File: src/hw/alu_pkg.sv
`default_nettype none

package alu_pkg;

    typedef logic [31:0] word_t;
    typedef logic [63:0] dword_t;   // HI:LO
    typedef logic [4:0]  shamt_t;

    localparam int MUL_CYCLES = 3;
    localparam int MUL_CHUNK  = (32 + MUL_CYCLES - 1) / MUL_CYCLES;  // multiplier bits per pass
    localparam int DIV_STEPS  = 32;

    // single-cycle ops below 32, HI/LO-owning long ops from 32 up
    typedef enum logic [5:0] {
        OP_ADD   = 6'd0,   // checked
        OP_ADDU  = 6'd1,
        OP_SUB   = 6'd2,   // checked
        OP_SUBU  = 6'd3,
        OP_SLT   = 6'd4,
        OP_SLTU  = 6'd5,
        OP_AND   = 6'd6,
        OP_OR    = 6'd7,
        OP_NOR   = 6'd8,
        OP_XOR   = 6'd9,
        OP_SLL   = 6'd10,
        OP_SRL   = 6'd11,
        OP_SRA   = 6'd12,
        OP_LUI   = 6'd13,
        OP_CLO   = 6'd14,
        OP_CLZ   = 6'd15,
        OP_MOVN  = 6'd16,
        OP_MOVZ  = 6'd17,
        OP_TEQ   = 6'd18,
        OP_TNE   = 6'd19,
        OP_TGE   = 6'd20,
        OP_TGEU  = 6'd21,
        OP_TLT   = 6'd22,
        OP_TLTU  = 6'd23,
        OP_MFHI  = 6'd24,
        OP_MFLO  = 6'd25,
        OP_MTHI  = 6'd26,
        OP_MTLO  = 6'd27,
        OP_MULT  = 6'd32,
        OP_MULTU = 6'd33,
        OP_MUL   = 6'd34,
        OP_MADD  = 6'd35,
        OP_MADDU = 6'd36,
        OP_MSUB  = 6'd37,
        OP_MSUBU = 6'd38,
        OP_DIV   = 6'd40,
        OP_DIVU  = 6'd41
    } alu_op_e;

    function automatic logic is_long_op(input alu_op_e op);
        return op[5];  // multi-cycle group
    endfunction

endpackage

`default_nettype wire
File: src/hw/exu_link_pkg.sv
`default_nettype none

package exu_link_pkg;

    typedef logic [3:0] tag_t;
    typedef logic [2:0] credit_cnt_t;

    localparam int          REQ_DEPTH   = 4;  // upstream starts with this many credits
    localparam int          REQ_PTR_W   = $clog2(REQ_DEPTH);
    localparam credit_cnt_t RSP_CREDITS = 3'd2;

    typedef struct packed {
        alu_pkg::alu_op_e op;
        alu_pkg::word_t   src1;
        alu_pkg::word_t   src2;
        tag_t             tag;
    } exu_req_t;

    typedef struct packed {
        alu_pkg::word_t result;
        tag_t           tag;   // echoed from the request
        logic           ovf;
        logic           trap;
    } exu_rsp_t;

endpackage

`default_nettype wire

File: src/hw/exu_top.sv
`timescale 1ns/10ps
`default_nettype none

module exu_top (
    input  logic                   clk,
    input  logic                   reset,
    input  exu_link_pkg::exu_req_t req,
    input  logic                   req_valid,
    output logic                   req_credit,
    output exu_link_pkg::exu_rsp_t rsp,
    output logic                   rsp_valid,
    input  logic                   rsp_credit
);
    import alu_pkg::*;
    import exu_link_pkg::*;

    exu_req_t head;
    logic     head_valid;
    logic     take;
    logic     core_load;
    exu_rsp_t core_rsp;
    exu_rsp_t md_rsp;
    logic     md_busy;
    logic     md_done;
    word_t    hi;
    word_t    lo;
    logic     retire_ready;

    assign take      = head_valid & retire_ready & ~md_busy;  // one op in flight
    assign core_load = take & ~is_long_op(head.op);

    exu_req_queue u_queue (
        .clk        (clk),
        .reset      (reset),
        .req        (req),
        .req_valid  (req_valid),
        .head       (head),
        .head_valid (head_valid),
        .take       (take),
        .req_credit (req_credit)
    );

    alu_core u_core (
        .head (head),
        .rsp  (core_rsp),
        .hi   (hi),
        .lo   (lo)
    );

    muldiv_unit u_muldiv (
        .clk    (clk),
        .reset  (reset),
        .head   (head),
        .take   (take),
        .busy   (md_busy),
        .done   (md_done),
        .result (md_rsp),
        .hi     (hi),
        .lo     (lo)
    );

    exu_retire u_retire (
        .clk          (clk),
        .reset        (reset),
        .core_rsp     (core_rsp),
        .core_load    (core_load),
        .md_rsp       (md_rsp),
        .md_done      (md_done),
        .retire_ready (retire_ready),
        .rsp          (rsp),
        .rsp_valid    (rsp_valid),
        .rsp_credit   (rsp_credit)
    );

endmodule

`default_nettype wire

File: src/hw/exu_retire.sv
`timescale 1ns/10ps
`default_nettype none

module exu_retire (
    input  logic                   clk,
    input  logic                   reset,
    input  exu_link_pkg::exu_rsp_t core_rsp,
    input  logic                   core_load,
    input  exu_link_pkg::exu_rsp_t md_rsp,
    input  logic                   md_done,
    output logic                   retire_ready,
    output exu_link_pkg::exu_rsp_t rsp,
    output logic                   rsp_valid,
    input  logic                   rsp_credit
);
    import exu_link_pkg::*;

    exu_rsp_t    hold;
    logic        full;
    credit_cnt_t credits;
    logic        send;

    assign send         = full & (credits != '0);
    assign rsp_valid    = send;
    assign rsp          = hold;
    assign retire_ready = ~full | send;  // slot frees as it leaves

    always_ff @(posedge clk) begin
        if (reset) begin
            full    <= 1'b0;
            credits <= RSP_CREDITS;
        end else begin
            full    <= core_load | md_done | (full & ~send);
            credits <= credits - credit_cnt_t'(send) + credit_cnt_t'(rsp_credit);
        end
    end

    // never both in one cycle, long ops block take
    always_ff @(posedge clk) begin
        if (core_load) begin
            hold <= core_rsp;
        end else if (md_done) begin
            hold <= md_rsp;
        end
    end

endmodule

`default_nettype wire

File: src/hw/muldiv_unit.sv
`timescale 1ns/10ps
`default_nettype none

module muldiv_unit (
    input  logic                   clk,
    input  logic                   reset,
    input  exu_link_pkg::exu_req_t head,
    input  logic                   take,
    output logic                   busy,
    output logic                   done,
    output exu_link_pkg::exu_rsp_t result,
    output alu_pkg::word_t         hi,
    output alu_pkg::word_t         lo
);
    import alu_pkg::*;
    import exu_link_pkg::*;

    typedef enum logic [1:0] {
        ST_IDLE,
        ST_MUL,
        ST_DIV,
        ST_FINISH
    } md_state_e;

    md_state_e   state;
    logic [5:0]  step;
    alu_op_e     op;
    tag_t        tag;
    logic        neg_q;     // product or quotient negative
    logic        neg_r;     // remainder takes dividend sign
    logic        div_zero;
    dword_t      acc;       // product, or {rem, quo} while dividing
    dword_t      mcand;
    word_t       mplier;    // divisor magnitude for div
    logic        head_signed;
    logic        head_div;
    word_t       a_mag;
    word_t       b_mag;
    logic        start;
    logic [32:0] trial;
    dword_t      prod;
    word_t       quo;
    word_t       rem;
    dword_t      hilo_next;

    function automatic dword_t partial(input dword_t mc, input word_t mp);
        return mc * dword_t'(mp[MUL_CHUNK-1:0]);
    endfunction

    assign head_signed = head.op inside {OP_MULT, OP_MUL, OP_MADD, OP_MSUB, OP_DIV};
    assign head_div    = head.op inside {OP_DIV, OP_DIVU};
    assign a_mag = (head_signed & head.src1[31]) ? -head.src1 : head.src1;
    assign b_mag = (head_signed & head.src2[31]) ? -head.src2 : head.src2;

    assign busy  = (state != ST_IDLE);
    assign done  = (state == ST_FINISH);
    assign start = take & ~busy & is_long_op(head.op);

    assign trial = acc[63:31] - {1'b0, mplier};  // shifted remainder minus divisor

    assign prod = neg_q ? -acc : acc;
    assign quo  = div_zero ? '1 : (neg_q ? -acc[31:0] : acc[31:0]);
    assign rem  = neg_r ? -acc[63:32] : acc[63:32];

    always_comb begin
        case (op)
            OP_MULT, OP_MULTU: hilo_next = prod;
            OP_MADD, OP_MADDU: hilo_next = {hi, lo} + prod;
            OP_MSUB, OP_MSUBU: hilo_next = {hi, lo} - prod;
            OP_DIV, OP_DIVU:   hilo_next = {rem, quo};
            default:           hilo_next = {hi, lo};  // mul keeps HI/LO
        endcase
        result.result = (op == OP_MUL) ? prod[31:0] : '0;
        result.tag    = tag;
        result.ovf    = 1'b0;
        result.trap   = 1'b0;
    end

    always_ff @(posedge clk) begin
        if (reset) begin
            state <= ST_IDLE;
            step  <= '0;
        end else begin
            case (state)
                ST_IDLE: begin
                    if (start) begin
                        state <= head_div ? ST_DIV : ST_MUL;
                        step  <= head_div ? 6'd0 : 6'd1;  // first chunk done on take
                    end
                end
                ST_MUL: begin
                    step <= step + 1'b1;
                    if (step == 6'(MUL_CYCLES - 1)) begin
                        state <= ST_FINISH;
                    end
                end
                ST_DIV: begin
                    step <= step + 1'b1;
                    if (step == 6'(DIV_STEPS - 1)) begin
                        state <= ST_FINISH;
                    end
                end
                default: state <= ST_IDLE;
            endcase
        end
    end

    always_ff @(posedge clk) begin
        if (start) begin
            op       <= head.op;
            tag      <= head.tag;
            neg_q    <= head_signed & (head.src1[31] ^ head.src2[31]);
            neg_r    <= head_signed & head.src1[31];
            div_zero <= (head.src2 == '0);
            mcand    <= dword_t'(a_mag) << MUL_CHUNK;
            mplier   <= head_div ? b_mag : b_mag >> MUL_CHUNK;
            acc      <= head_div ? dword_t'(a_mag) : partial(dword_t'(a_mag), b_mag);
        end else if (state == ST_MUL) begin
            acc    <= acc + partial(mcand, mplier);
            mcand  <= mcand << MUL_CHUNK;
            mplier <= mplier >> MUL_CHUNK;
        end else if (state == ST_DIV) begin
            // restoring step, keep shifted remainder on borrow
            acc <= trial[32] ? {acc[62:0], 1'b0} : {trial[31:0], acc[30:0], 1'b1};
        end
    end

    always_ff @(posedge clk) begin
        if (reset) begin
            hi <= '0;
            lo <= '0;
        end else if (state == ST_FINISH) begin
            {hi, lo} <= hilo_next;
        end else if (take & (head.op == OP_MTHI)) begin
            hi <= head.src1;
        end else if (take & (head.op == OP_MTLO)) begin
            lo <= head.src1;
        end
    end

endmodule

`default_nettype wire

File: src/hw/alu_core.sv
`timescale 1ns/10ps
`default_nettype none

module alu_core (
    input  exu_link_pkg::exu_req_t head,
    output exu_link_pkg::exu_rsp_t rsp,
    input  alu_pkg::word_t         hi,
    input  alu_pkg::word_t         lo
);
    import alu_pkg::*;

    word_t  a;
    word_t  b;
    shamt_t sa;
    logic   sub_mode;
    word_t  adder_b;
    word_t  sum;
    logic   carry;
    logic   lt_s;
    logic   lt_u;
    logic   ovf;
    word_t  result;
    logic   trap;

    function automatic word_t lead_zeros(input word_t x);
        word_t n;
        logic  hit;
        n   = '0;
        hit = 1'b0;
        for (int i = 31; i >= 0; i--) begin
            hit = hit | x[i];
            if (!hit) begin
                n = n + 1'b1;
            end
        end
        return n;  // 32 when x is all zero
    endfunction

    assign a  = head.src1;
    assign b  = head.src2;
    assign sa = a[4:0];  // shift amount from src1, value from src2

    // one adder for add/sub, compares and compare traps
    assign sub_mode = head.op inside {OP_SUB, OP_SUBU, OP_SLT, OP_SLTU,
                                      OP_TGE, OP_TGEU, OP_TLT, OP_TLTU};
    assign adder_b  = sub_mode ? ~b : b;
    assign {carry, sum} = {1'b0, a} + {1'b0, adder_b} + {32'b0, sub_mode};

    assign lt_s = (a[31] & ~b[31]) | (~(a[31] ^ b[31]) & sum[31]);
    assign lt_u = ~carry;  // borrow out

    // same-sign operands, result of the other sign
    assign ovf = (head.op inside {OP_ADD, OP_SUB}) & (a[31] == adder_b[31]) & (sum[31] != a[31]);

    always_comb begin
        result = '0;
        trap   = 1'b0;
        case (head.op)
            OP_ADD, OP_ADDU, OP_SUB, OP_SUBU: result = sum;
            OP_SLT:  result = {31'b0, lt_s};
            OP_SLTU: result = {31'b0, lt_u};
            OP_AND:  result = a & b;
            OP_OR:   result = a | b;
            OP_NOR:  result = ~(a | b);
            OP_XOR:  result = a ^ b;
            OP_SLL:  result = b << sa;
            OP_SRL:  result = b >> sa;
            OP_SRA:  result = $signed(b) >>> sa;
            OP_LUI:  result = {b[15:0], 16'b0};
            OP_CLO:  result = lead_zeros(~a);
            OP_CLZ:  result = lead_zeros(a);
            OP_MOVN: result = (a != '0) ? b : '0;
            OP_MOVZ: result = (a == '0) ? b : '0;
            OP_MFHI: result = hi;
            OP_MFLO: result = lo;
            OP_TEQ:  trap = (a == b);
            OP_TNE:  trap = (a != b);
            OP_TGE:  trap = ~lt_s;
            OP_TGEU: trap = ~lt_u;
            OP_TLT:  trap = lt_s;
            OP_TLTU: trap = lt_u;
            default: result = '0;  // mthi/mtlo and long ops
        endcase
        rsp.result = result;
        rsp.tag    = head.tag;
        rsp.ovf    = ovf;
        rsp.trap   = trap;
    end

endmodule

`default_nettype wire

File: src/hw/exu_req_queue.sv
`timescale 1ns/10ps
`default_nettype none

module exu_req_queue (
    input  logic                   clk,
    input  logic                   reset,
    input  exu_link_pkg::exu_req_t req,
    input  logic                   req_valid,
    output exu_link_pkg::exu_req_t head,
    output logic                   head_valid,
    input  logic                   take,
    output logic                   req_credit
);
    import exu_link_pkg::*;

    exu_req_t               mem [REQ_DEPTH];
    logic [REQ_PTR_W-1:0]   rd_ptr;
    logic [REQ_PTR_W-1:0]   wr_ptr;
    credit_cnt_t            count;
    logic                   push;
    logic                   pop;

    assign head_valid = (count != '0);
    assign head       = mem[rd_ptr];
    assign pop        = take & head_valid;
    assign push       = req_valid & (count != credit_cnt_t'(REQ_DEPTH));  // full never seen
    assign req_credit = pop;  // slot freed, give it back

    always_ff @(posedge clk) begin
        if (reset) begin
            rd_ptr <= '0;
            wr_ptr <= '0;
            count  <= '0;
        end else begin
            if (push) begin
                wr_ptr <= wr_ptr + 1'b1;  // depth is a power of two
            end
            if (pop) begin
                rd_ptr <= rd_ptr + 1'b1;
            end
            count <= count + credit_cnt_t'(push) - credit_cnt_t'(pop);
        end
    end

    always_ff @(posedge clk) begin
        if (push) begin
            mem[wr_ptr] <= req;
        end
    end

endmodule

`default_nettype wire

File: config.mk
export PLATFORM = sky130hd
export DESIGN_NAME = exu_top
export DESIGN_NICKNAME = d
export VERILOG_FILES = /design/src/hw/alu_pkg.sv /design/src/hw/exu_link_pkg.sv /design/src/hw/exu_top.sv /design/src/hw/exu_retire.sv /design/src/hw/muldiv_unit.sv /design/src/hw/alu_core.sv /design/src/hw/exu_req_queue.sv
export SDC_FILE = /design/constraint.sdc
export NUM_CORES = 2
export LEC_CHECK = 0
export BUFFER_PORTS_ARGS = -buffer_cell sky130_fd_sc_hd__buf_4
export CAP_MARGIN = 20
export CORE_ASPECT_RATIO = 0.7
export CORE_UTILIZATION = 40
export CTS_CLUSTER_SIZE = 25
export DETAILED_ROUTE_END_ITERATION = 7
export GPL_TIMING_DRIVEN = 1
export PLACE_DENSITY = 0.55
export SLEW_MARGIN = 0
export SYNTH_ARGS = -nofsm -noshare
export SYNTH_HDL_FRONTEND = slang
export SYNTH_SLANG_ARGS = --single-unit
File: constraint.sdc
create_clock -name clk -period 24.2 [get_ports clk]
set_clock_uncertainty 0.05 [all_clocks]
set_input_delay 4.84 -clock clk [delete_from_list [all_inputs] [get_ports clk]]
set_output_delay 4.84 -clock clk [all_outputs]
set_load 0.01 [all_outputs]
==> results_dict.tcl <==
set metrics [dict create \
    avgSynthCellArea_um2 8.665 \
    finalCritPeriodShare_pct 91.20 \
    ff2ff_path_depth 110 \
    start_util_pct 40.33 \
    overflow 0 \
    status "complete, but fails checks" \
    portBuffers 117 \
    cts_sinks 581 \
    synthDistinctLibCells 111 \
    worstHoldEndpoint "u_muldiv.lo[10]" \
    dp_hpwl_mm 249.5 \
    routed_wl_mm 321.2 \
    critPathRequiredTime_ns 24.63 \
    num_rows 133 \
    syn-num-nets 9986 \
    avgViaCountPerCell 6.079 \
    die_y_um 366.3 \
    grt_start_max_net_pins 71 \
    most-common-layout-cells "1,248 x nand2_1, 774 x inv_1, 720 x nor2_1" \
    grt_pass1_vias 64740 \
    min_from "u_muldiv.lo[10]" \
    max_slew_margin_pct 10.99 \
    syn_area_um2 75840 \
    ys_seq_area_share_pct 21.60 \
    cp_max_fo 13 \
    hold_class "flop to flop" \
    final_common_cell "nand2_1" \
    ant_nets 0 \
    min_path_cells 2 \
    die_area_um2 191400 \
    grt_pass1_wl_mm 464.7 \
    rrSetupSlack_ns 2.13 \
    netlist_instances 8753 \
    synth.largest_area_cell "edfxtp_1" \
    ys_warn_count 0 \
    crit_arrival_ns 22.50 \
    clk_pin_slew_ns 0.07 \
    fmax_ghz 0.04531 \
    place_ws_ns 2.441 \
    rsz0062_at_grt "no" \
    synth_area_leaders "edfxtp_1 19%, fa_1 18%, ha_1 7.8%, nand2_1 6.2%, xnor2_1 5.0%" \
    worstSetupPathType "flop to flop" \
    cts_buffers 69 \
    whs_ns 0.4354 \
    postCtsHoldBufs 0 \
    worstSetupEndpointType "flop" \
    nets 9895 \
    vias 68190 \
    violations "design-rule violations" \
    drt_first_pass_iters 8 \
    cpMostUsedCell "ha_1" \
    synth_flop_cell "edfxtp_1" \
    clock_latency_ns 0.72 \
    core_um2 188000 \
    drive_gt1_share_pct 7.811 \
    start_kind "flop" \
    drt_iter0_markers 8842 \
    synth-edff-count 475 \
    critPathSlowestCell "a21boi_0" \
    async_flop_share_pct 0 \
    final_util_pct 43.71 \
    report.final.slew_viol_count 0 \
    cts_tree "done" \
    root_buffer "clkbuf_16" \
    maxCapViolations 0 \
    ctsHtreeMaxLevel 3 \
    cpPeakStageDelay_ns 0.55 \
    hold_viol 0 \
    reg2reg_to "u_retire.rsp[12]" \
    antenna_found_initial 19 \
    setup_viol_count_final 0 \
    worst_pin_slew_ns 1.335 \
    post_cts_resized 0 \
    wire_per_inst_um 28.64 \
    gp_congestion 1.070 \
    post_cts_buffers 0 \
    synth_top_area_share_pct 18.81 \
    ys_seq_elements 581 \
    period_minus_slack_ns 22.07 \
    clock_path_buffers 3 \
    area_growth_pct 8.379 \
    grt_usage_pct 33.25 \
    drt_drc_violations_left 3 \
    tns_ns 0 \
    pin_count 118 \
    fp.dieW_um 522.5 \
    finalWorstSetupSlack_ns 2.129 \
]
-- cells in the mapped netlist (46+ instances only) --
master and n:
nand3_1 143, nand2_1 1250, nor2b_1 63, a21o_1 90, fa_1 683, a221oi_1 55, mux2i_1 126, a211oi_1 90
dfxtp_1 106, clkbuf_1 407, xnor2_1 434, nor3_1 156, xor2_1 237, edfxtp_1 475, buf_1 46, o21ai_0 432
o22ai_1 87, inv_1 776, mux4_2 64, and3_1 56, o31ai_1 49, or3_1 66, o221ai_1 54, nand2b_1 72
a21oi_1 511, a22oi_1 47, nor2_1 724, and2_1 213, nor4_1 52, ha_1 472, a31oi_1 54, nand4_1 61
-- how the worst max path moves through the flow --
stage / cells after the start / endpoint / from
6_report: 110 / u_retire.rsp[12] / flop
5_1_grt: 110 / u_retire.rsp[12] / flop
4_1_cts: 110 / u_retire.rsp[12] / flop
3_5_place_dp: 110 / u_retire.rsp[12] / flop
3_3_place_gp: 110 / u_retire.rsp[12] / flop
2_1_floorplan: 110 / u_retire.rsp[12] / flop
-- worst max-delay path, delay by kind of cell, from the launching register on --
family | cells | cell delay [ns]
AO/OA/AOI/OAI | 23 | 4.82
XOR/XNOR | 1 | 0.09
adder cells (fa/ha/maj) | 29 | 9.21
buffers and inverters | 7 | 0.78
flip-flops | 1 | 0.51
multiplexers | 18 | 3.22
AND/OR/NAND/NOR | 32 | 3.16
-- stage by stage --
| stage | area [µm²] | std cells |
|---|---|---|
| finish | 82200 | 11220 |
| global route | 82190 | 11220 |
| CTS | 82140 | 11210 |
| detailed placement | 79730 | 11080 |
| global placement | 79700 | 11080 |
| floorplan | 75840 | 8753 |
-- logic make-up (layout without fill, tap and decap cells) --
family                   Yosys count  in the layout  synth area share, %
AND/OR/NAND/NOR                 3003           3003                18.08
AO/OA/AOI/OAI                   1807           1807                15.24
buffers and inverters           1270           1235                6.370
adder cells (fa/ha/maj)         1164           1164                25.94
XOR/XNOR                         709            709                8.767
flip-flops                       581            581                21.60
multiplexers                     219            219                4.001
other                              0              2                    0
-- sequential cells by signal (all words and copies together) (netlist names), named ones only --
register and flops:
u_muldiv.neg_r 1, u_queue.count 3, u_muldiv.div_zero 1, u_muldiv.mcand 53
u_muldiv.neg_q 1, u_muldiv.mplier 32, u_muldiv.tag 4, u_muldiv.lo 32
u_muldiv.state 2, u_muldiv.step 6, u_retire.full 1, u_queue.rd_ptr 2
u_muldiv.acc 64, u_muldiv.hi 32, u_retire.rsp 38, u_retire.credits 3
u_muldiv.op 6, u_queue.mem 296, u_queue.wr_ptr 2
-- layout make-up --
cell class / instances / area [µm²]
fillers: 18640 / 105800
multi-input cells: 6902 / 54880
flip-flops and latches: 581 / 16390
well taps: 2497 / 3124
inverters: 792 / 2975
repair buffers: 316 / 2409
clock buffers: 76 / 1753
clock inverters: 51 / 656.9
diodes: 2 / 5.005
-- per-layer routing --
layer,wire length (µm),track usage (%),share of wire [%]
met3,39120,9.613,12
met2,122700,43.80,38
met1,151100,52.03,47
met5,20,0,0.0062
met4,8277,7.721,2.6
Power is left out: the tool's default activity adds up to more than one toggle a clock period on the data nets, which glitch-free logic cannot reach.
